<file path="config.mk">
export PLATFORM = sky130hd
export DESIGN_NAME = cpu
export DESIGN_NICKNAME = d
export VERILOG_FILES = /design/src/hw/cpu_pkg.sv /design/src/hw/cpu.sv /design/src/hw/execute.sv /design/src/hw/instr_decode.sv /design/src/hw/instr_fetch.sv /design/src/hw/mem_wb.sv /design/src/hw/reg_file.sv
export SDC_FILE = /design/constraint.sdc
export NUM_CORES = 2
export LEC_CHECK = 0
export ABC_AREA = 1
export BUFFER_PORTS_ARGS = -buffer_cell sky130_fd_sc_hd__buf_4
export CELL_PAD_IN_SITES_DETAIL_PLACEMENT = 1
export CELL_PAD_IN_SITES_GLOBAL_PLACEMENT = 1
export CORE_ASPECT_RATIO = 1.1
export CORE_MARGIN = 1.5
export CORE_UTILIZATION = 44
export DETAILED_ROUTE_END_ITERATION = 12
export MAX_ROUTING_LAYER = met4
export PLACE_DENSITY_LB_ADDON = 0.1
export SETUP_SLACK_MARGIN = 0.02
export SYNTH_ARGS = -nofsm -noshare
export SYNTH_HDL_FRONTEND = slang
export SYNTH_HIERARCHICAL = 1
export SYNTH_SLANG_ARGS = --single-unit
</file>
<file path="constraint.sdc">
create_clock -name clk -period 4.6 [get_ports clk]
set_input_delay 0.46 -clock clk [delete_from_list [all_inputs] [get_ports clk]]
set_output_delay 0.46 -clock clk [all_outputs]
set_load 0.005 [all_outputs]
</file>
<file path="src/hw/cpu_pkg.sv">
package cpu_pkg;

  // Datapath widths
  localparam int pc_width       = 22;
  localparam int data_width     = 32;
  localparam int reg_addr_width = 5;
  localparam int imm_width      = 17;
  localparam int io_addr_width  = 8;

  // Top five bits of every instruction word
  typedef enum logic [4:0] {
    op_nop  = 5'd0,
    op_add  = 5'd1,
    op_sub  = 5'd2,
    op_and  = 5'd3,
    op_or   = 5'd4,
    op_xor  = 5'd5,
    op_addi = 5'd6,
    op_out  = 5'd7,
    op_br   = 5'd8,
    op_hlt  = 5'd9
  } opcode_e;

  typedef enum logic [2:0] {
    alu_add = 3'd0,
    alu_sub = 3'd1,
    alu_and = 3'd2,
    alu_or  = 3'd3,
    alu_xor = 3'd4
  } alu_op_e;

  // Branch conditions, encoding 7 is never taken
  typedef enum logic [2:0] {
    cond_always = 3'd0,
    cond_eq     = 3'd1,
    cond_ne     = 3'd2,
    cond_neg    = 3'd3,
    cond_carry  = 3'd4,
    cond_ovf    = 3'd5,
    cond_gt     = 3'd6
  } cond_e;

  typedef struct packed {
    logic neg;
    logic carry;
    logic ovf;
    logic zero;
  } flags_t;

  ////////////////////////////////
  // Instruction formats
  ////////////////////////////////

  // Register-register ALU ops
  typedef struct packed {
    opcode_e                   opcode;
    logic [reg_addr_width-1:0] dst;
    logic [reg_addr_width-1:0] src_s;
    logic [reg_addr_width-1:0] src_t;
    logic [11:0]               unused;
  } r_fmt_t;

  // addi and out, out takes its I/O address from the low immediate bits
  typedef struct packed {
    opcode_e                   opcode;
    logic [reg_addr_width-1:0] dst;
    logic [reg_addr_width-1:0] src_s;
    logic [imm_width-1:0]      imm;
  } i_fmt_t;

  // Conditional branch to an absolute word address
  typedef struct packed {
    opcode_e             opcode;
    cond_e               cond;
    logic [1:0]          unused;
    logic [pc_width-1:0] target;
  } b_fmt_t;

  typedef union packed {
    r_fmt_t r_fmt;
    i_fmt_t i_fmt;
    b_fmt_t b_fmt;
  } instr_t;

endpackage

</file>
<file path="src/hw/cpu.sv">
`timescale 1ns/1ps

module cpu (
  input  logic                             clk,
  input  logic                             rst_n,
  input  logic [cpu_pkg::data_width-1:0]   instr,
  output logic [cpu_pkg::pc_width-1:0]     pc,
  output logic                             io_we,
  output logic [cpu_pkg::io_addr_width-1:0] io_addr,
  output logic [cpu_pkg::data_width-1:0]   io_data,
  output logic                             hlt
);
  import cpu_pkg::*;

  ////////////////////////////////
  // Fetch and decode
  ////////////////////////////////

  instr_t                    id_instr;
  logic [pc_width-1:0]       id_pc;
  logic                      stall;
  logic                      branch_taken;
  logic [pc_width-1:0]       branch_addr;
  logic                      halted;

  // ID/EX fields
  logic                      ex_valid;
  alu_op_e                   ex_alu_op;
  logic                      ex_use_imm;
  logic [data_width-1:0]     ex_imm;
  logic [reg_addr_width-1:0] ex_s_reg;
  logic [reg_addr_width-1:0] ex_t_reg;
  logic [data_width-1:0]     ex_s_data;
  logic [data_width-1:0]     ex_t_data;
  logic [reg_addr_width-1:0] ex_dst_reg;
  logic                      ex_reg_we;
  logic                      ex_update_flags;
  logic                      ex_io_we;
  logic [io_addr_width-1:0]  ex_io_addr;
  logic                      ex_hlt;

  // Back from execute
  flags_t                    flags;
  logic                      ex_sets_flags;

  ////////////////////////////////
  // Memory and writeback
  ////////////////////////////////

  logic                      mem_valid;
  logic [data_width-1:0]     mem_result;
  logic [reg_addr_width-1:0] mem_dst_reg;
  logic                      mem_reg_we;
  logic                      mem_io_we;
  logic [io_addr_width-1:0]  mem_io_addr;
  logic [data_width-1:0]     mem_io_data;
  logic                      mem_hlt;

  // Writeback port, to register file and forwarding
  logic                      wb_we;
  logic [reg_addr_width-1:0] wb_dst_reg;
  logic [data_width-1:0]     wb_data;

  instr_fetch u_instr_fetch (
    .clk          (clk),
    .rst_n        (rst_n),
    .instr        (instr),
    .stall        (stall),
    .branch_taken (branch_taken),
    .branch_addr  (branch_addr),
    .halted       (halted),
    .pc           (pc),
    .id_instr     (id_instr),
    .id_pc        (id_pc)
  );

  instr_decode u_instr_decode (
    .clk             (clk),
    .rst_n           (rst_n),
    .id_instr        (id_instr),
    .id_pc           (id_pc),
    .flags           (flags),
    .ex_sets_flags   (ex_sets_flags),
    .wb_we           (wb_we),
    .wb_dst_reg      (wb_dst_reg),
    .wb_data         (wb_data),
    .stall           (stall),
    .branch_taken    (branch_taken),
    .branch_addr     (branch_addr),
    .halted          (halted),
    .ex_valid        (ex_valid),
    .ex_alu_op       (ex_alu_op),
    .ex_use_imm      (ex_use_imm),
    .ex_imm          (ex_imm),
    .ex_s_reg        (ex_s_reg),
    .ex_t_reg        (ex_t_reg),
    .ex_s_data       (ex_s_data),
    .ex_t_data       (ex_t_data),
    .ex_dst_reg      (ex_dst_reg),
    .ex_reg_we       (ex_reg_we),
    .ex_update_flags (ex_update_flags),
    .ex_io_we        (ex_io_we),
    .ex_io_addr      (ex_io_addr),
    .ex_hlt          (ex_hlt)
  );

  execute u_execute (
    .clk             (clk),
    .rst_n           (rst_n),
    .ex_valid        (ex_valid),
    .ex_alu_op       (ex_alu_op),
    .ex_use_imm      (ex_use_imm),
    .ex_imm          (ex_imm),
    .ex_s_reg        (ex_s_reg),
    .ex_t_reg        (ex_t_reg),
    .ex_s_data       (ex_s_data),
    .ex_t_data       (ex_t_data),
    .ex_dst_reg      (ex_dst_reg),
    .ex_reg_we       (ex_reg_we),
    .ex_update_flags (ex_update_flags),
    .ex_io_we        (ex_io_we),
    .ex_io_addr      (ex_io_addr),
    .ex_hlt          (ex_hlt),
    .wb_we           (wb_we),
    .wb_dst_reg      (wb_dst_reg),
    .wb_data         (wb_data),
    .flags           (flags),
    .ex_sets_flags   (ex_sets_flags),
    .mem_valid       (mem_valid),
    .mem_result      (mem_result),
    .mem_dst_reg     (mem_dst_reg),
    .mem_reg_we      (mem_reg_we),
    .mem_io_we       (mem_io_we),
    .mem_io_addr     (mem_io_addr),
    .mem_io_data     (mem_io_data),
    .mem_hlt         (mem_hlt)
  );

  mem_wb u_mem_wb (
    .clk         (clk),
    .rst_n       (rst_n),
    .mem_valid   (mem_valid),
    .mem_result  (mem_result),
    .mem_dst_reg (mem_dst_reg),
    .mem_reg_we  (mem_reg_we),
    .mem_io_we   (mem_io_we),
    .mem_io_addr (mem_io_addr),
    .mem_io_data (mem_io_data),
    .mem_hlt     (mem_hlt),
    .io_we       (io_we),
    .io_addr     (io_addr),
    .io_data     (io_data),
    .wb_we       (wb_we),
    .wb_dst_reg  (wb_dst_reg),
    .wb_data     (wb_data),
    .hlt         (hlt)
  );

endmodule

</file>
<file path="src/hw/execute.sv">
`timescale 1ns/1ps

module execute (
  input  logic                               clk,
  input  logic                               rst_n,
  input  logic                               ex_valid,
  input  cpu_pkg::alu_op_e                   ex_alu_op,
  input  logic                               ex_use_imm,
  input  logic [cpu_pkg::data_width-1:0]     ex_imm,
  input  logic [cpu_pkg::reg_addr_width-1:0] ex_s_reg,
  input  logic [cpu_pkg::reg_addr_width-1:0] ex_t_reg,
  input  logic [cpu_pkg::data_width-1:0]     ex_s_data,
  input  logic [cpu_pkg::data_width-1:0]     ex_t_data,
  input  logic [cpu_pkg::reg_addr_width-1:0] ex_dst_reg,
  input  logic                               ex_reg_we,
  input  logic                               ex_update_flags,
  input  logic                               ex_io_we,
  input  logic [cpu_pkg::io_addr_width-1:0]  ex_io_addr,
  input  logic                               ex_hlt,
  input  logic                               wb_we,
  input  logic [cpu_pkg::reg_addr_width-1:0] wb_dst_reg,
  input  logic [cpu_pkg::data_width-1:0]     wb_data,
  output cpu_pkg::flags_t                    flags,
  output logic                               ex_sets_flags,
  output logic                               mem_valid,
  output logic [cpu_pkg::data_width-1:0]     mem_result,
  output logic [cpu_pkg::reg_addr_width-1:0] mem_dst_reg,
  output logic                               mem_reg_we,
  output logic                               mem_io_we,
  output logic [cpu_pkg::io_addr_width-1:0]  mem_io_addr,
  output logic [cpu_pkg::data_width-1:0]     mem_io_data,
  output logic                               mem_hlt
);
  import cpu_pkg::*;

  logic [data_width-1:0] op_s;
  logic [data_width-1:0] op_t;
  logic [data_width-1:0] op_b;
  logic [data_width-1:0] b_eff;
  logic [data_width-1:0] result;
  logic [data_width:0]   sum;
  logic                  arith;
  logic                  ovf;

  // Newest producer wins, EX/MEM before MEM/WB
  function automatic logic [data_width-1:0] forward(input logic [reg_addr_width-1:0] r,
                                                    input logic [data_width-1:0] rf_data);
    if (r == '0) begin
      return rf_data;
    end
    if (mem_reg_we && mem_dst_reg == r) begin
      return mem_result;
    end
    if (wb_we && wb_dst_reg == r) begin
      return wb_data;
    end
    return rf_data;
  endfunction

  always_comb begin
    op_s = forward(ex_s_reg, ex_s_data);
    op_t = forward(ex_t_reg, ex_t_data);
  end

  ////////////////////////////////
  // ALU
  ////////////////////////////////

  assign op_b  = ex_use_imm ? ex_imm : op_t;
  assign arith = (ex_alu_op == alu_add) || (ex_alu_op == alu_sub);
  // Subtract as add of the complement, carry out means no borrow
  assign b_eff = (ex_alu_op == alu_sub) ? ~op_b : op_b;

  always_comb begin
    case (ex_alu_op)
      alu_add: sum = {1'b0, op_s} + {1'b0, b_eff};
      alu_sub: sum = {1'b0, op_s} + {1'b0, b_eff} + 1'b1;
      alu_and: sum = {1'b0, op_s & op_b};
      alu_or:  sum = {1'b0, op_s | op_b};
      alu_xor: sum = {1'b0, op_s ^ op_b};
      default: sum = '0;
    endcase
  end

  assign result = sum[data_width-1:0];
  // Same-sign operands with a sign flip in the result
  assign ovf = (op_s[data_width-1] == b_eff[data_width-1]) &&
               (result[data_width-1] != op_s[data_width-1]);

  assign ex_sets_flags = ex_valid && ex_update_flags;

  // Logical ops keep carry and ovf
  always_ff @(posedge clk) begin
    if (!rst_n) begin
      flags <= '0;
    end else if (ex_sets_flags) begin
      flags.zero <= (result == '0);
      flags.neg  <= result[data_width-1];
      if (arith) begin
        flags.carry <= sum[data_width];
        flags.ovf   <= ovf;
      end
    end
  end

  ////////////////////////////////
  // EX/MEM register
  ////////////////////////////////

  always_ff @(posedge clk) begin
    if (!rst_n) begin
      mem_valid  <= 1'b0;
      mem_reg_we <= 1'b0;
      mem_io_we  <= 1'b0;
      mem_hlt    <= 1'b0;
    end else begin
      mem_valid  <= ex_valid;
      mem_reg_we <= ex_valid && ex_reg_we;
      mem_io_we  <= ex_valid && ex_io_we;
      mem_hlt    <= ex_valid && ex_hlt;
    end
  end

  // out stores the forwarded s operand
  always_ff @(posedge clk) begin
    mem_result  <= result;
    mem_dst_reg <= ex_dst_reg;
    mem_io_addr <= ex_io_addr;
    mem_io_data <= op_s;
  end

endmodule

</file>
<file path="src/hw/instr_decode.sv">
`timescale 1ns/1ps

module instr_decode (
  input  logic                               clk,
  input  logic                               rst_n,
  input  cpu_pkg::instr_t                    id_instr,
  input  logic [cpu_pkg::pc_width-1:0]       id_pc,
  input  cpu_pkg::flags_t                    flags,
  input  logic                               ex_sets_flags,
  input  logic                               wb_we,
  input  logic [cpu_pkg::reg_addr_width-1:0] wb_dst_reg,
  input  logic [cpu_pkg::data_width-1:0]     wb_data,
  output logic                               stall,
  output logic                               branch_taken,
  output logic [cpu_pkg::pc_width-1:0]       branch_addr,
  output logic                               halted,
  output logic                               ex_valid,
  output cpu_pkg::alu_op_e                   ex_alu_op,
  output logic                               ex_use_imm,
  output logic [cpu_pkg::data_width-1:0]     ex_imm,
  output logic [cpu_pkg::reg_addr_width-1:0] ex_s_reg,
  output logic [cpu_pkg::reg_addr_width-1:0] ex_t_reg,
  output logic [cpu_pkg::data_width-1:0]     ex_s_data,
  output logic [cpu_pkg::data_width-1:0]     ex_t_data,
  output logic [cpu_pkg::reg_addr_width-1:0] ex_dst_reg,
  output logic                               ex_reg_we,
  output logic                               ex_update_flags,
  output logic                               ex_io_we,
  output logic [cpu_pkg::io_addr_width-1:0]  ex_io_addr,
  output logic                               ex_hlt
);
  import cpu_pkg::*;

  opcode_e                   op;
  logic                      dec_valid;
  alu_op_e                   dec_alu_op;
  logic                      dec_use_imm;
  logic [reg_addr_width-1:0] dec_s_reg;
  logic [reg_addr_width-1:0] dec_t_reg;
  logic [reg_addr_width-1:0] dec_dst_reg;
  logic                      dec_reg_we;
  logic                      dec_update_flags;
  logic                      dec_io_we;
  logic                      dec_hlt;
  logic                      dec_br;
  logic                      cond_true;
  logic [data_width-1:0]     imm_ext;
  logic [data_width-1:0]     s_data;
  logic [data_width-1:0]     t_data;
  logic                      halt_q;
  logic [pc_width-1:0]       halt_pc;
  logic                      bubble;

  assign op      = id_instr.r_fmt.opcode;
  assign imm_ext = {{(data_width - imm_width){id_instr.i_fmt.imm[imm_width-1]}},
                    id_instr.i_fmt.imm};

  ////////////////////////////////
  // Opcode decode
  ////////////////////////////////

  always_comb begin
    // Register fields sit at the same bits in r and i formats
    dec_valid        = 1'b1;
    dec_alu_op       = alu_add;
    dec_use_imm      = 1'b0;
    dec_s_reg        = id_instr.r_fmt.src_s;
    dec_t_reg        = id_instr.r_fmt.src_t;
    dec_dst_reg      = id_instr.r_fmt.dst;
    dec_reg_we       = 1'b0;
    dec_update_flags = 1'b0;
    dec_io_we        = 1'b0;
    dec_hlt          = 1'b0;
    dec_br           = 1'b0;
    case (op)
      op_add, op_sub, op_and, op_or, op_xor: begin
        dec_reg_we       = 1'b1;
        dec_update_flags = 1'b1;
        case (op)
          op_sub:  dec_alu_op = alu_sub;
          op_and:  dec_alu_op = alu_and;
          op_or:   dec_alu_op = alu_or;
          op_xor:  dec_alu_op = alu_xor;
          default: dec_alu_op = alu_add;
        endcase
      end
      op_addi: begin
        dec_t_reg        = '0;
        dec_use_imm      = 1'b1;
        dec_reg_we       = 1'b1;
        dec_update_flags = 1'b1;
      end
      op_out: begin
        // Data from s, address from the immediate
        dec_t_reg   = '0;
        dec_dst_reg = '0;
        dec_io_we   = 1'b1;
      end
      op_br: begin
        dec_s_reg   = '0;
        dec_t_reg   = '0;
        dec_dst_reg = '0;
        dec_br      = 1'b1;
      end
      op_hlt: dec_hlt = 1'b1;
      // nop and unused opcodes
      default: dec_valid = 1'b0;
    endcase
  end

  ////////////////////////////////
  // Branch and stall
  ////////////////////////////////

  always_comb begin
    case (id_instr.b_fmt.cond)
      cond_always: cond_true = 1'b1;
      cond_eq:     cond_true = flags.zero;
      cond_ne:     cond_true = !flags.zero;
      cond_neg:    cond_true = flags.neg;
      cond_carry:  cond_true = flags.carry;
      cond_ovf:    cond_true = flags.ovf;
      cond_gt:     cond_true = !flags.zero && !flags.neg;
      default:     cond_true = 1'b0;
    endcase
  end

  // Flags not final while the EX op still sets them
  assign stall        = dec_br && ex_sets_flags;
  assign branch_taken = dec_br && cond_true && !stall;
  assign halted       = halt_q || dec_hlt;

  // Parked at the word after the halt once halted
  assign branch_addr = halt_q  ? halt_pc :
                       dec_hlt ? id_pc + 1'b1 : id_instr.b_fmt.target;

  always_ff @(posedge clk) begin
    if (!rst_n) begin
      halt_q <= 1'b0;
    end else if (dec_hlt) begin
      halt_q <= 1'b1;
    end
  end

  always_ff @(posedge clk) begin
    if (dec_hlt && !halt_q) begin
      halt_pc <= id_pc + 1'b1;
    end
  end

  reg_file u_reg_file (
    .clk      (clk),
    .rst_n    (rst_n),
    .s_reg    (dec_s_reg),
    .t_reg    (dec_t_reg),
    .we       (wb_we),
    .dst_reg  (wb_dst_reg),
    .dst_data (wb_data),
    .s_data   (s_data),
    .t_data   (t_data)
  );

  ////////////////////////////////
  // ID/EX register
  ////////////////////////////////

  // Nop into EX on a stall or after halt
  assign bubble = stall || halt_q;

  always_ff @(posedge clk) begin
    if (!rst_n) begin
      ex_valid        <= 1'b0;
      ex_reg_we       <= 1'b0;
      ex_update_flags <= 1'b0;
      ex_io_we        <= 1'b0;
      ex_hlt          <= 1'b0;
    end else begin
      ex_valid        <= dec_valid && !bubble;
      ex_reg_we       <= dec_reg_we && !bubble;
      ex_update_flags <= dec_update_flags && !bubble;
      ex_io_we        <= dec_io_we && !bubble;
      ex_hlt          <= dec_hlt && !bubble;
    end
  end

  always_ff @(posedge clk) begin
    ex_alu_op  <= dec_alu_op;
    ex_use_imm <= dec_use_imm;
    ex_imm     <= imm_ext;
    ex_s_reg   <= dec_s_reg;
    ex_t_reg   <= dec_t_reg;
    ex_s_data  <= s_data;
    ex_t_data  <= t_data;
    ex_dst_reg <= dec_dst_reg;
    ex_io_addr <= id_instr.i_fmt.imm[io_addr_width-1:0];
  end

endmodule

</file>
<file path="src/hw/instr_fetch.sv">
`timescale 1ns/1ps

module instr_fetch (
  input  logic                         clk,
  input  logic                         rst_n,
  input  cpu_pkg::instr_t              instr,
  input  logic                         stall,
  input  logic                         branch_taken,
  input  logic [cpu_pkg::pc_width-1:0] branch_addr,
  input  logic                         halted,
  output logic [cpu_pkg::pc_width-1:0] pc,
  output cpu_pkg::instr_t              id_instr,
  output logic [cpu_pkg::pc_width-1:0] id_pc
);

  // PC and IF/ID instruction, both frozen under a stall
  always_ff @(posedge clk) begin
    if (!rst_n) begin
      pc       <= '0;
      id_instr <= '0;
    end else if (!stall) begin
      if (halted || branch_taken) begin
        // Redirect from decode, fetched word is dropped
        pc       <= branch_addr;
        id_instr <= '0;
      end else begin
        pc       <= pc + 1'b1;
        id_instr <= instr;
      end
    end
  end

  // Address of the word in ID
  always_ff @(posedge clk) begin
    if (!stall) begin
      id_pc <= pc;
    end
  end

endmodule

</file>
<file path="src/hw/mem_wb.sv">
`timescale 1ns/1ps

module mem_wb (
  input  logic                               clk,
  input  logic                               rst_n,
  input  logic                               mem_valid,
  input  logic [cpu_pkg::data_width-1:0]     mem_result,
  input  logic [cpu_pkg::reg_addr_width-1:0] mem_dst_reg,
  input  logic                               mem_reg_we,
  input  logic                               mem_io_we,
  input  logic [cpu_pkg::io_addr_width-1:0]  mem_io_addr,
  input  logic [cpu_pkg::data_width-1:0]     mem_io_data,
  input  logic                               mem_hlt,
  output logic                               io_we,
  output logic [cpu_pkg::io_addr_width-1:0]  io_addr,
  output logic [cpu_pkg::data_width-1:0]     io_data,
  output logic                               wb_we,
  output logic [cpu_pkg::reg_addr_width-1:0] wb_dst_reg,
  output logic [cpu_pkg::data_width-1:0]     wb_data,
  output logic                               hlt
);

  logic wb_hlt;

  // One-cycle strobe straight from EX/MEM
  assign io_we   = mem_valid && mem_io_we;
  assign io_addr = mem_io_addr;
  assign io_data = mem_io_data;

  // MEM/WB control and sticky halt
  always_ff @(posedge clk) begin
    if (!rst_n) begin
      wb_we  <= 1'b0;
      wb_hlt <= 1'b0;
      hlt    <= 1'b0;
    end else begin
      wb_we  <= mem_valid && mem_reg_we;
      wb_hlt <= mem_valid && mem_hlt;
      hlt    <= hlt || wb_hlt;
    end
  end

  always_ff @(posedge clk) begin
    wb_dst_reg <= mem_dst_reg;
    wb_data    <= mem_result;
  end

endmodule

</file>
<file path="src/hw/reg_file.sv">
`timescale 1ns/1ps

module reg_file (
  input  logic                               clk,
  input  logic                               rst_n,
  input  logic [cpu_pkg::reg_addr_width-1:0] s_reg,
  input  logic [cpu_pkg::reg_addr_width-1:0] t_reg,
  input  logic                               we,
  input  logic [cpu_pkg::reg_addr_width-1:0] dst_reg,
  input  logic [cpu_pkg::data_width-1:0]     dst_data,
  output logic [cpu_pkg::data_width-1:0]     s_data,
  output logic [cpu_pkg::data_width-1:0]     t_data
);
  import cpu_pkg::*;

  localparam int num_regs = 2 ** reg_addr_width;

  logic [data_width-1:0] regs [num_regs];

  // r0 is never written
  always_ff @(posedge clk) begin
    if (!rst_n) begin
      for (int i = 0; i < num_regs; i++) begin
        regs[i] <= '0;
      end
    end else if (we && dst_reg != '0) begin
      regs[dst_reg] <= dst_data;
    end
  end

  // Read with write-first bypass
  function automatic logic [data_width-1:0] read_port(input logic [reg_addr_width-1:0] addr);
    if (addr == '0) begin
      return '0;
    end
    if (we && dst_reg == addr) begin
      return dst_data;
    end
    return regs[addr];
  endfunction

  always_comb begin
    s_data = read_port(s_reg);
    t_data = read_port(t_reg);
  end

endmodule

</file>
==> reports/metrics.cfg <==
[synth]
yosys.cell_count.top_type=nand2_1
yosysWarnings=6
synthCells=10200
yosys.cell_types.count=58
syn-mean-instance-area_um2=7.70
yosysTopAreaCellShare_pct=41.0
yosysSeqAreaShare_pct=48.2
ys.flop_type=edfxtp_1
synth_top_area_cell=edfxtp_1
netlist_area_um2=78300
synth-edff-count=1068
ys_async_sr_fraction_pct=0
synth_area_leaders=edfxtp_1, nand2_1, nand3_1, nor2_1, dfxtp_1
synth_top_cells_by_count=nand2_1, nor2_1, nand3_1, edfxtp_1, inv_1
ys_ff_latch=1352

[critical_path]
cp.buffers_inverters=6
worst_path_dominant_cell_family=simple AND/OR/NAND/NOR gates
startpoint_type=register
cp.depth=35
slowest_stage=dfxtp_2
crit_path_end_kind=register
reg2reg_depth=35
cpMostUsedCell=nand2_1
timing.rr.end=u_execute/flags[0]$_SDFFE_PN0P_
arrival_ns=5.52
reg2reg_slack_ns=-0.17
max_stage_delay_ns=0.35
path_max_fanout=6
worstSetupPathType=reg -> reg
r2r-start=u_instr_decode/ex_t_reg[4]$_DFF_P_
startpoint=u_instr_decode/ex_t_reg[4]$_DFF_P_
cp.required_ns=5.35

[pwr]
design_power_total_mw=41.7
switching_share_pct=38.2
ir_drop_mv=0.433
power_frac_seq_pct=35.4
power_density_nw_per_um2=458
p_comb_share_pct=34.4
power.switching_mw=15.9
power_frac_clock_pct=30.1
p_int_mw=25.8
power_leakage_nw=39.4

[clocking]
clkLatencyLatePin_ns=0.83
clockRootBuffer=clkbuf_16
clock_sinks=1352
clk_pin_slew_ns=0.06
cts_max_path_buffers=3
h-tree-depth=4
numCtsBuffers=155
tritoncts=yes

[global_routing]
grt_util_met2_pct=60.2
grt_pass1_vias=75900
grtUsageMet1_pct=47.5
grt_max_degree=172
grt-busiest-layer=met2
grt_antenna_before_repair=8
grt_pass1_wl_mm=494
grt_use_total_pct=38.2
grtUsageMet3_pct=5.72
overflow=0

[floorplanning]
die_area_um2=180000
row_count=162
initial_core_util_pct=44.2
coreArea_um2=177000
die_w_um=405
die_h_um=445
design.portCount=98

[layout]
top_register=u_instr_decode/u_reg_file/regs
nets=10400
area_growth_pct=16.2
fill_cells=21400
final_layout_size_suffix_gt1_share_pct=14.4
multi_input_area_um2=34400
largest_register_ffs=1024
regArea_um2=37800

[worst_hold_path]
hold_path_class=in -> reg
min_delay_path_depth=3
hp-start=instr[12]
whs_endpoint=u_instr_fetch/id_instr[12]$_SDFFE_PN0N_

[run_status]
status=finished with violations
violations=negative setup slack

[sta]
setup_violations=4
period_minus_slack_ns=4.77
skew_ns=0.0368
rsz0062_at_grt=true
worstMarginPinSlew_ns=1.16
slew_headroom_pct=22.7
fmax_mhz=209
hold_viol=0
maxSlewViolCount=0
fin_ws_ns=-0.174
fin_crit_sh_pct=104

[drt]
vias=75100
vias_per_cell=5.87
drt_wl_total_mm=345
ant_nets=0
first_pass_iters=6
wl_per_cell_um=26.9
first_iter_violations=7810
drc_errors=0

[job]
cap_violations=0

[placement]
dpl.hpwl_mm=216
pre_cts_slack_ns=-0.605
gp_congestion=0.925
io_buffer_count=97

## kinds of logic after synthesis
family / count (synthesis) / synth area share, %
adder cells (fa/ha/maj): 104 / 1.67
buffers and inverters: 1858 / 10.3
AO/OA/AOI/OAI: 1266 / 9.20
AND/OR/NAND/NOR: 5534 / 29.9
other: 1 / 0.00479
flip-flops: 1352 / 48.2
multiplexers: 8 / 0.102
XOR/XNOR: 50 / 0.579
## worst max-delay path by stage
| stage | end | slack, ns |
|---|---|---|
| finish | u_execute/flags[0]$_SDFFE_PN0P_ | -0.17 |
| global route | u_execute/flags[1]$_SDFFE_PN0P_ | -0.41 |
| CTS | u_execute/flags[0]$_SDFFE_PN0P_ | -0.08 |
| detailed placement | u_execute/flags[1]$_SDFFE_PN0P_ | -0.60 |
| global placement | u_execute/flags[1]$_SDFFE_PN0P_ | -0.51 |
| floorplan | u_execute/flags[0]$_SDFFE_PN0P_ | 0.13 |
## stage by stage
step | hold WS, ns | std cells | area, µm² | utilization, % | setup TNS (ns)
after detailed placement | 0.313 | 12400 | 83400 | 47.1 | -2.33
after CTS | 0.0247 | 12800 | 89400 | 50.5 | -0.178
after global routing | 0.0936 | 12800 | 91000 | 51.4 | -1.49
final | 0.109 | 12800 | 91000 | 51.4 | -0.330
after floorplan | 0.310 | 10200 | 78400 | - | 0
after global placement | 0.317 | 12400 | 83400 | 47.1 | -2.14
## power groups by stage
stage	combinational [mW]	clock, mW	sequential (mW)
CTS	13.2	12.7	14.7
detailed placement	12.8	0	15.0
finish	14.4	12.6	14.8
global route	15.2	13.1	14.9
global placement	12.6	0	15.0
floorplan	6.85	0	14.7
## what timing repair did
| action | CTS | global route |
|---|---|---|
| pin swaps | 28 | 88 |
| buffers inserted | 12 | 28 |
| gates cloned | 2 | 6 |
| setup endpoints to repair | 10 | 20 |
| hold endpoints to repair | 32 | 0 |
| hold buffers | 36 | 0 |
| resized for setup | 107 | 282 |
## layout make-up
cell class	count	area share (%)
multi-input cells	6994	37.8
clock buffers	197	4.73
repair buffers	723	7.35
clock inverters	81	0.799
inverters	1071	4.48
well taps	2378	3.27
flip-flops and latches	1352	41.5
diodes	10	0.0275
## cells in the final DEF (no fill, tap or decap), types with 20 or more instances in the layout
cell / Yosys / layout
o21ai_0: 536 / 532
nand2_4: 37 / 56
ha_4: 0 / 23
nand3_1: 1207 / 1184
clkbuf_1: 304 / 27
o21ai_1: 30 / 33
buf_4: 153 / 587
buf_12: 0 / 81
a21oi_1: 355 / 341
dlygate4sd3_1: 0 / 36
nor2_2: 44 / 76
or2_2: 61 / 61
clkinv_1: 4 / 33
a221oi_1: 23 / 20
inv_2: 19 / 36
nand2_2: 38 / 126
inv_1: 1044 / 1016
clkbuf_16: 0 / 169
nor2_1: 1592 / 1522
xor2_2: 2 / 21
nand4_1: 31 / 31
clkinv_2: 0 / 22
conb_1: 1 / 32
nand3_2: 18 / 27
o21a_1: 25 / 24
o211ai_1: 222 / 222
nand2_1: 2444 / 2335
xor2_1: 43 / 22
ha_1: 103 / 77
edfxtp_1: 1068 / 1068
dfxtp_1: 284 / 276
nor2_4: 15 / 53
## metal layers
metal  vias up  wire (µm)
met5         -          0
met4         0      20100
met3       893      28900
met2      3549     160000
met1     37400     135000
li1      33300          -
## worst reg2reg max path, delay by kind of cell, from the launching register on
kind	cells	cell delay (ns)
AO/OA/AOI/OAI	5	0.83
buffers and inverters	6	0.85
AND/OR/NAND/NOR	21	2.08
adder cells (fa/ha/maj)	1	0.25
XOR/XNOR	2	0.36
flip-flops	1	0.35
No activity file was read; power rests on OpenSTA's default activity.
